$ cat src/rs_params.svh
`ifndef RS_PARAMS_SVH
`define RS_PARAMS_SVH

// station geometry
`define RS_DEPTH 16
`define RS_IDX_W 4

// entries from head that the selector looks at
`define RS_WINDOW 4

// payload widths
`define RS_TAG_W 8
`define RS_ROB_W 6
`define RS_XLEN 32

// completion broadcast ports
`define RS_WAKE_PORTS 4

`endif
$ cat src/rs_pkg.sv
`default_nettype none

`include "rs_params.svh"

package rs_pkg;

    typedef logic [`RS_TAG_W-1:0] phys_tag_t;
    typedef logic [`RS_ROB_W-1:0] rob_id_t;

    typedef enum logic [3:0] {
        add    = 4'd0,
        sub    = 4'd1,
        sll    = 4'd2,
        slt    = 4'd3,
        sltu   = 4'd4,
        xor_op = 4'd5,
        srl    = 4'd6,
        sra    = 4'd7,
        or_op  = 4'd8,
        and_op = 4'd9,
        lui    = 4'd10,
        auipc  = 4'd11
    } alu_op_e;

    typedef enum logic [1:0] {
        st_empty = 2'd0,
        st_wait  = 2'd1,
        st_ready = 2'd2
    } entry_state_e;

    // dispatch payload, also the issue packet
    typedef struct packed {
        rob_id_t            rob_id;
        logic [`RS_XLEN-1:0] pc;
        phys_tag_t          rd;
        alu_op_e            op;
        logic               src1_sel; // 1: operand a is the pc
        logic               src2_sel; // 1: operand b is the immediate
        logic [`RS_XLEN-1:0] imm;
        phys_tag_t          src1;
        phys_tag_t          src2;
    } rs_payload_t;

endpackage

`default_nettype wire

$ cat src/rs_entry_if.sv
`timescale 1ns/100ps
`default_nettype none

interface rs_entry_if;
    import rs_pkg::*;

    // allocator side
    logic        alloc_we;
    rs_payload_t alloc_payload;
    logic        alloc_rdy1;
    logic        alloc_rdy2;

    // slot status
    logic        busy;
    logic        ready;
    rs_payload_t payload;

    logic        clear; // selector took this slot

    modport alloc (
        output alloc_we, alloc_payload, alloc_rdy1, alloc_rdy2,
        input  busy
    );

    modport entry (
        input  alloc_we, alloc_payload, alloc_rdy1, alloc_rdy2, clear,
        output busy, ready, payload
    );

    modport select (
        input  busy, ready, payload,
        output clear
    );

endinterface

`default_nettype wire

$ cat src/rs_alu_station.sv
`timescale 1ns/100ps
`default_nettype none

`include "rs_params.svh"

module rs_alu_station (
    input  logic                clk,
    input  logic                arst_n,
    // dispatch from rename
    input  logic                disp_valid,
    output logic                disp_ready,
    input  rs_pkg::rs_payload_t disp_payload,
    input  logic                disp_src1_rdy,
    input  logic                disp_src2_rdy,
    // completion broadcasts
    input  logic                wake_valid [`RS_WAKE_PORTS],
    input  rs_pkg::phys_tag_t   wake_tag [`RS_WAKE_PORTS],
    input  logic                flush,
    // issue to the alu
    output logic                issue_valid,
    input  logic                issue_ready,
    output rs_pkg::rs_payload_t issue_payload
);

    rs_entry_if ents [`RS_DEPTH] ();

    rs_alloc i_rs_alloc (
        .clk           (clk),
        .arst_n        (arst_n),
        .flush         (flush),
        .disp_valid    (disp_valid),
        .disp_ready    (disp_ready),
        .disp_payload  (disp_payload),
        .disp_src1_rdy (disp_src1_rdy),
        .disp_src2_rdy (disp_src2_rdy),
        .wake_valid    (wake_valid),
        .wake_tag      (wake_tag),
        .ents          (ents)
    );

    for (genvar i = 0; i < `RS_DEPTH; i++) begin : g_slot
        rs_entry i_rs_entry (
            .clk        (clk),
            .arst_n     (arst_n),
            .flush      (flush),
            .wake_valid (wake_valid),
            .wake_tag   (wake_tag),
            .port       (ents[i])
        );
    end

    rs_select i_rs_select (
        .clk           (clk),
        .arst_n        (arst_n),
        .flush         (flush),
        .ents          (ents),
        .issue_valid   (issue_valid),
        .issue_ready   (issue_ready),
        .issue_payload (issue_payload)
    );

endmodule

`default_nettype wire

$ cat src/rs_select.sv
`timescale 1ns/100ps
`default_nettype none

`include "rs_params.svh"

module rs_select (
    input  logic                clk,
    input  logic                arst_n,
    input  logic                flush,
    rs_entry_if.select          ents [`RS_DEPTH],
    output logic                issue_valid,
    input  logic                issue_ready,
    output rs_pkg::rs_payload_t issue_payload
);
    import rs_pkg::*;

    logic [`RS_IDX_W-1:0] head;
    logic [`RS_DEPTH-1:0] busy_vec;
    logic [`RS_DEPTH-1:0] ready_vec;
    rs_payload_t          pay_arr [`RS_DEPTH];
    logic                 pick_found;
    logic [`RS_IDX_W-1:0] pick_idx;
    logic                 load;

    for (genvar i = 0; i < `RS_DEPTH; i++) begin : g_ent
        localparam logic [`RS_IDX_W-1:0] idx = i;

        assign busy_vec[i]   = ents[i].busy;
        assign ready_vec[i]  = ents[i].ready;
        assign pay_arr[i]    = ents[i].payload;
        assign ents[i].clear = load && (pick_idx == idx);
    end

    // first ready slot counting from head
    always_comb begin : pick_oldest
        logic [`RS_IDX_W-1:0] slot;
        pick_found = 1'b0;
        pick_idx   = head;
        for (int k = 0; k < `RS_WINDOW; k++) begin
            slot = head + k[`RS_IDX_W-1:0];
            if (!pick_found && ready_vec[slot]) begin
                pick_found = 1'b1;
                pick_idx   = slot;
            end
        end
    end

    // output register empty or draining this cycle
    assign load = pick_found && (!issue_valid || issue_ready) && !flush;

    always_ff @(posedge clk or negedge arst_n) begin
        if (!arst_n) begin
            head <= '0;
        end else if (flush) begin
            head <= '0;
        end else if (!busy_vec[head] && |busy_vec) begin
            head <= head + 1'b1; // skip a hole left by out-of-order issue
        end
    end

    always_ff @(posedge clk or negedge arst_n) begin
        if (!arst_n) begin
            issue_valid <= 1'b0;
        end else if (flush) begin
            issue_valid <= 1'b0;
        end else if (load) begin
            issue_valid <= 1'b1;
        end else if (issue_ready) begin
            issue_valid <= 1'b0;
        end
    end

    always_ff @(posedge clk) begin
        if (load) issue_payload <= pay_arr[pick_idx];
    end

    // a picked slot is released on the load edge, so it cannot issue twice
    a_pick_released: assert property (@(posedge clk) disable iff (!arst_n)
        load |=> !busy_vec[$past(pick_idx)]);

endmodule

`default_nettype wire

$ cat src/rs_entry.sv
`timescale 1ns/100ps
`default_nettype none

`include "rs_params.svh"

module rs_entry (
    input  logic              clk,
    input  logic              arst_n,
    input  logic              flush,
    input  logic              wake_valid [`RS_WAKE_PORTS],
    input  rs_pkg::phys_tag_t wake_tag [`RS_WAKE_PORTS],
    rs_entry_if.entry         port
);
    import rs_pkg::*;

    entry_state_e state;
    rs_payload_t  payload_q;
    logic         src1_ok;
    logic         src2_ok;
    logic         hit1;
    logic         hit2;

    // compare held source tags against every broadcast
    always_comb begin
        hit1 = 1'b0;
        hit2 = 1'b0;
        for (int p = 0; p < `RS_WAKE_PORTS; p++) begin
            if (wake_valid[p] && wake_tag[p] == payload_q.src1) begin
                hit1 = 1'b1;
            end
            if (wake_valid[p] && wake_tag[p] == payload_q.src2) begin
                hit2 = 1'b1;
            end
        end
    end

    always_ff @(posedge clk or negedge arst_n) begin
        if (!arst_n) begin
            state   <= st_empty;
            src1_ok <= 1'b0;
            src2_ok <= 1'b0;
        end else if (flush || port.clear) begin
            state <= st_empty;
        end else if (port.alloc_we) begin
            src1_ok <= port.alloc_rdy1;
            src2_ok <= port.alloc_rdy2;
            state   <= (port.alloc_rdy1 && port.alloc_rdy2) ? st_ready : st_wait;
        end else if (state == st_wait) begin
            if (hit1) src1_ok <= 1'b1;
            if (hit2) src2_ok <= 1'b1;
            if ((src1_ok || hit1) && (src2_ok || hit2)) begin
                state <= st_ready;
            end
        end
    end

    always_ff @(posedge clk) begin
        if (port.alloc_we) payload_q <= port.alloc_payload;
    end

    assign port.busy    = (state != st_empty);
    assign port.ready   = (state == st_ready);
    assign port.payload = payload_q;

    a_clear_when_ready: assert property (@(posedge clk) disable iff (!arst_n)
        port.clear |-> state == st_ready);

endmodule

`default_nettype wire

$ cat src/rs_alloc.sv
`timescale 1ns/100ps
`default_nettype none

`include "rs_params.svh"

module rs_alloc (
    input  logic                clk,
    input  logic                arst_n,
    input  logic                flush,
    input  logic                disp_valid,
    output logic                disp_ready,
    input  rs_pkg::rs_payload_t disp_payload,
    input  logic                disp_src1_rdy,
    input  logic                disp_src2_rdy,
    input  logic                wake_valid [`RS_WAKE_PORTS],
    input  rs_pkg::phys_tag_t   wake_tag [`RS_WAKE_PORTS],
    rs_entry_if.alloc           ents [`RS_DEPTH]
);

    logic [`RS_IDX_W-1:0] tail;
    logic [`RS_DEPTH-1:0] busy_vec;
    logic                 xfer;
    logic                 bypass1;
    logic                 bypass2;
    logic                 rdy1;
    logic                 rdy2;

    // tag completing in the same cycle as its dispatch
    always_comb begin
        bypass1 = 1'b0;
        bypass2 = 1'b0;
        for (int p = 0; p < `RS_WAKE_PORTS; p++) begin
            if (wake_valid[p] && wake_tag[p] == disp_payload.src1) begin
                bypass1 = 1'b1;
            end
            if (wake_valid[p] && wake_tag[p] == disp_payload.src2) begin
                bypass2 = 1'b1;
            end
        end
    end

    assign rdy1 = disp_payload.src1_sel || disp_src1_rdy || bypass1;
    assign rdy2 = disp_payload.src2_sel || disp_src2_rdy || bypass2;

    assign disp_ready = ~busy_vec[tail]; // full when the tail slot is still held
    assign xfer       = disp_valid && disp_ready;

    for (genvar i = 0; i < `RS_DEPTH; i++) begin : g_ent
        localparam logic [`RS_IDX_W-1:0] idx = i;

        assign busy_vec[i]           = ents[i].busy;
        assign ents[i].alloc_we      = xfer && (tail == idx);
        assign ents[i].alloc_payload = disp_payload;
        assign ents[i].alloc_rdy1    = rdy1;
        assign ents[i].alloc_rdy2    = rdy2;

        // the written slot holds the micro-op from the next edge
        a_write_lands: assert property (@(posedge clk) disable iff (!arst_n)
            ents[i].alloc_we && !flush |=> busy_vec[i]);
    end

    always_ff @(posedge clk or negedge arst_n) begin
        if (!arst_n) begin
            tail <= '0;
        end else if (flush) begin
            tail <= '0;
        end else if (xfer) begin
            tail <= tail + 1'b1; // ring wraps on its own
        end
    end

endmodule

`default_nettype wire

$ cat config.mk
export PLATFORM = sky130hd
export DESIGN_NAME = rs_alu_station
export DESIGN_NICKNAME = d
export VERILOG_FILES = /design/src/rs_pkg.sv /design/src/rs_entry_if.sv /design/src/rs_alu_station.sv /design/src/rs_select.sv /design/src/rs_entry.sv /design/src/rs_alloc.sv
export VERILOG_INCLUDE_DIRS = /design/src /design/src/src
export SDC_FILE = /design/constraint.sdc
export NUM_CORES = 2
export LEC_CHECK = 0
export BUFFER_PORTS_ARGS = -buffer_cell sky130_fd_sc_hd__buf_2
export CORE_AREA = 2 2 410 412
export CTS_CLUSTER_DIAMETER = 120
export DETAILED_ROUTE_END_ITERATION = 6
export DIE_AREA = 0 0 412 414
export GPL_TIMING_DRIVEN = 0
export MAX_ROUTING_LAYER = met4
export PLACE_DENSITY = 0.75
export RECOVER_POWER = 50
export SYNTH_ARGS = -nofsm -noshare
export SYNTH_HDL_FRONTEND = slang
export SYNTH_HIERARCHICAL = 1
export SYNTH_SLANG_ARGS = --single-unit
$ cat constraint.sdc
create_clock -name clk -period 14.7 [get_ports clk]
set_input_delay 2.205 -clock clk [delete_from_list [all_inputs] [get_ports clk]]
set_output_delay 2.205 -clock clk [all_outputs]
set_load 0.02 [all_outputs]
After elaboration in Yosys (flattened, before gate mapping)
Index checks and enable logic that the tools add are counted.

word-level totals
  register bits = 1,773
  bits of input ports = 143
  output and inout port bits = 102
  word-level logic and storage cells = 1,157

cells by class
  add/subtract/negate cells = 4
  magnitude comparators = 6
  equal/unequal tests = 198
  multiplexer cells = 326
  bitwise operators = 18
  reduce and logical (&&, ||, !) cells = 401

operator list
  cell                                                  count
  equality test 8 bit                                   136
  binary-select mux 100 bit (select 4 bit)              1
  two-way mux 1 bit                                     245
  two-way mux 100 bit                                   2
  logical AND 1 bit                                     192
  nonzero test 2 bit                                    66
  two-way mux 2 bit                                     65
  nonzero test 3 bit                                    33
  AND reduction 3 bit                                   32
  equality test 4 bit (second input constant)           16
  logical OR 1 bit                                      53
  equality test 2 x 1 -> 1 bit (second input constant)  16
  equality test 2 bit (second input constant)           16
  equality test 4 x 3 -> 1 bit (second input constant)  8
  AND reduction 2 bit                                   16
  two-way mux 4 bit                                     7
  < comparator 4 x 5 -> 1 bit (second input constant)   5
  binary-select mux 1 bit (select 4 bit)                6
  inverter 1 bit                                        17
  equality test 4 x 2 -> 1 bit (second input constant)  4
  OR reduction 16 bit                                   1
  adder 4 x 1 -> 4 bit (second input constant)          2
  adder 4 x 2 -> 4 bit (second input constant)          2
  equality test 4 x 1 -> 1 bit (second input constant)  2
  4 further kinds                                       10

Depth between registers and ports, before layout
  word-level depth = 19
  gate-level depth with buffers = 20
  gate-level depth less buffers = 15

By module
Netlist, hierarchy kept.

by module, submodules not included
  module     instances  cells an instance  area an instance (um^2)  sequential area each (um^2)
  rs_entry   16         222                4,035.1                  3,103.0
  rs_select  1          1,800              14,161.1                 3,128.0
  rs_alloc   1          1,805              13,620.6                 100.1

Worst setup path before layout
OpenSTA, ideal clock, no wires.

  path kind = input -> register
  from = input port disp_valid
  to = register g_slot[3].i_rs_entry.src1_ok
  library setup time = 137 ps
  arrival time = 12,971 ps
  required time = 14,563 ps
  slack = 1,593 ps
  cell stages on the path = 5
  path buffers = 0
  cell sequence = nand2_1 -> nor4_1 -> nand2_1 -> o22ai_1 -> a21oi_1

between the ends
  longest elaborated chain between the ends = 4
  elaborated cells between the ends (all ways) = 6
  those cells by class = mux: 1; reduce/logical: 5

ends and longest elaborated chain
  item                                  line                  source
  from (decl)                           rs_alu_station.sv:10  input logic disp_valid,
  logical AND 1 bit (*)                 rs_alloc.sv:46        assign xfer = disp_valid && disp_ready;
  logical AND 1 bit (*)                 rs_alloc.sv:52        assign ents[i].alloc_we = xfer && (tail == idx);
  via ents[3].alloc_we                  rs_entry_if.sv:8      logic alloc_we;
  nonzero test 2 bit (no source line)   n/a
  AND reduction 3 bit (no source line)  n/a
  to (signal assigned)                  rs_entry.sv:45        src1_ok <= port.alloc_rdy1;
  to (decl)                             rs_entry.sv:18        logic src1_ok;

Mark *: on every way through the listed nets, which the timed path passes. The rest lies on a longest branch.
A chain may end at the register's enable or synchronous reset.

Final worst setup path
  from = register i_rs_select.head[1]
  to = register g_slot[13].i_rs_entry.src2_ok

between the ends
  longest elaborated chain between the ends = 18
  elaborated cells between the ends (all ways) = 31
  those cells by class = add/sub: 3; eq/ne: 1; mux: 15; bitwise: 1; reduce/logical: 11

ends and longest elaborated chain
  item                                                                           line               source
  from (decl)                                                                    rs_select.sv:17    logic [`RS_IDX_W-1:0] head;
  from (signal assigned)                                                         rs_select.sv:57    head <= head + 1'b1;
  parallel branches: the longest is 14 deep, another holds adder 4 x 1 -> 4 bit  n/a
  logical AND 1 bit (*)                                                          rs_select.sv:31    assign ents[i].clear = load && (pick_idx == idx);
  via ents[13].clear                                                             rs_entry_if.sv:18  logic clear;
  logical OR 1 bit (*)                                                           rs_entry.sv:42     end else if (flush || port.clear) begin
  inverter 1 bit (no source line) (*)                                            n/a
  AND reduction 3 bit (no source line) (*)                                       n/a
  to (signal assigned)                                                           rs_entry.sv:46     src2_ok <= port.alloc_rdy2;
  to (decl)                                                                      rs_entry.sv:19     logic src2_ok;

Mark *: on every way through the listed nets, which the timed path passes. The select of a mux whose other input is x is not followed.

==> reports/metrics.cfg <==
[clock_tree]
post-cts-setup-buffers=0
clk_latency_ps=850
cts_tree=done
root_buffer=clkbuf_16
clk_pin_slew_ps=60
cts_hold_buf=0
post_cts_resized=0
cts_buffer_depth=3
cts_buffers=183
htreeDepth=4
numClockSinks=1773

[global_routing]
gr-total-overflow=0
grt_pass1_wl_um=414600
grt_antenna_before_repair=12
grt_pass1_vias=60320
grt_max_degree=60
grt_usage=0.3476

[final_layout]
drive_gt1_frac=0.3347
synthToLayoutAreaGrowth_pct=12.85
final_util=0.6267
layout.nets=7797

[logic_synthesis]
yosys.area.top_type=edfxtp_1
synth.avg_cell_area_um2=12.90
synth_nets=7308
netlist_area_um2=92340
syn_inst=7157
yosysWarnings=6
synth-main-ff-cell=edfxtp_1
synth_edf_count=1700
synthTopCellsByArea=edfxtp_1, buf_4, xnor2_1
synth_seq_cells=1773
synth_top_area_frac=0.5528
synth_common_cells=edfxtp_1, buf_4, xnor2_1
ys_seq_area_frac=0.5726
yosysMostFrequentCell=edfxtp_1
async_flop_share=0.04117
synth_cell_types=67

[detailed_routing]
routed-wl-met2_um=130600
via_count=61220
wl_met3_um=36070
wl_um=290600
ant_nets=0
avgRoutedWirePerCell_um=29.01
routed_via_density=6.111
drtIter0Drc=8901
route.top_layer_used=met4
met1_length_um=107200
drt_pass1_iterations=7
drc_errors=18

[worst_setup_path]
cp_max_fo=12
arrival_ps=6960
critical_path.endpoint_type=flop
crit_type=flop to flop
cp.required_ps=15450
start_kind=flop

[timing]
max_freq_mhz=161.2
worst_pin_slew_ps=3651
layout_min_cycle_time_ps=6204
setup_violations=0
rsz0062_at_grt=no
setup_tns_ps=0
period_share=0.4221
drv_slew=509
relSlewSlack=-1.434
finalClockSkew_ps=53.74
finalHoldViolCount=0

[power]
power_density_nw_per_um2=168.1
total_power_uw=17510
ir_drop_uv=177.6
leakage_uw=0.03743

[floorplanning]
rows=150
core_area_um2=166300
start_util=0.5553
ios=245
die_area_um2=170600
die_y_um=414
die_w_um=412

[worst_hold_path]
hold_class=flop to flop

[flow_run]
max_cap_violations=22

[place]
hpwl_um=189100
gp_routability_congestion=0.9685
io_buffer_count=160

[status]
violations=design-rule violations, max-capacitance violations, max-slew violations
status=complete, but fails checks

==> layer usage <==
layer,vias to the layer above,global-route usage
li1,25900,-
met1,30490,0.4450
met2,3982,0.5173
met3,843,0.08786
met4,0,0.1682
met5,-,-
==> critical path, stage by stage, from the launching register on <==
cell	delay, ps
dfrtp_1	460
clkinv_1	340
ha_1	530
buf_6	200
mux4_2	490
mux2i_1	210
mux2i_2	170
o311ai_0	340
a31oi_1	100
a21oi_2	510
buf_4	480
buf_4	430
buf_2	520
nand2_1	360
nor2_1	260
nor2_1	130
nand2_1	250
o22ai_1	120
a21oi_1	130
==> registers in the layout, indices dropped and copies added, names as in the netlist <==
| register | cells |
|---|---|
| g_slot.i_rs_entry/src2_ok | 16 |
| i_rs_alloc/tail | 4 |
| g_slot.i_rs_entry/src1_ok | 16 |
| g_slot.i_rs_entry/port.payload | 1600 |
| g_slot.i_rs_entry/state | 32 |
| i_rs_select/head | 4 |
| i_rs_select/issue_valid | 1 |
| i_rs_select/issue_payload | 100 |
==> area by class of cell <==
type	count	area (um2)
repair buffers	304	2984
fillers	12530	62080
clock buffers	243	4964
multi-input cells	3375	24930
flip-flops and latches	1773	52880
plain buffers	1946	14350
diodes	14	35.03
inverters	63	236.5
clock inverters	95	1079
well taps	2204	2758
==> cell families (layout without fill, tap and decap cells) <==
| family | after synthesis | after routing | synth area share |
|---|---|---|---|
| flip-flops | 1773 | 1773 | 0.5726 |
| adder cells (fa/ha/maj) | 8 | 8 | 0.001084 |
| XOR/XNOR | 1096 | 1096 | 0.1079 |
| AO/OA/AOI/OAI | 660 | 660 | 0.06323 |
| buffers and inverters | 2009 | 2651 | 0.1580 |
| multiplexers | 49 | 49 | 0.008089 |
| AND/OR/NAND/NOR | 1562 | 1562 | 0.08909 |
| other | 0 | 14 | 0 |
==> path summary, 6_finish.rpt <==
kind / from / endpoint / slack [ps] / depth (start not counted)
min in group asynchronous: arst_n / g_slot[11].i_rs_entry/state[1] / 1470 / 1
setup / recovery: i_rs_select/head[1] / g_slot[13].i_rs_entry/src2_ok / 8500 / 18
setup reg to reg: i_rs_select/head[1] / g_slot[13].i_rs_entry/src2_ok / 8500 / 18
hold reg to reg: i_rs_select/issue_valid / i_rs_select/issue_valid / 570 / 2
hold / removal: i_rs_select/issue_valid / i_rs_select/issue_valid / 570 / 2
max in group asynchronous: arst_n / g_slot[4].i_rs_entry/src1_ok / 9200 / 2
==> power breakdown <==
part	internal, uW	leakage (uW)	switching, uW
registers	6140	0.0164	171
logic	2070	0.0181	4420
clock network	2760	0.00292	1950
==> cell usage in the layout, fill, tap and decap left out, drive strengths merged, types with 3 or more instances in the layout <==
cell type	n
nor2	76
a311oi	19
clkinvlp	4
mux2	12
a21oi	42
bufinv	22
a211oi	4
inv	63
o311a	16
clkbuf	1902
a31oi	68
or2	18
mux2i	21
nand2b	5
a222oi	400
nor3	74
dfrtp	73
ha	8
a21o	3
o21ai	52
o22ai	36
nand2	524
mux4	16
nand4	139
nor2b	20
buf	591
edfxtp	1700
clkinv	69
nor4	125
xnor2	641
xor2	455
nand3	472
and4	101
diode	14
and2	4
==> per-stage QoR <==
step	hold WS, ps	area, um2	cells	setup slack [ps]
global placement	556.3	95900	9521	-10450
CTS	577.1	104400	10000	8845
finish	570.6	104200	10020	8496
global route	620.1	104200	10020	8310
floorplan	554.0	92340	7157	1593
detailed placement	567.5	98320	9665	8902
Note: power is estimated with default switching activity, not from simulation.
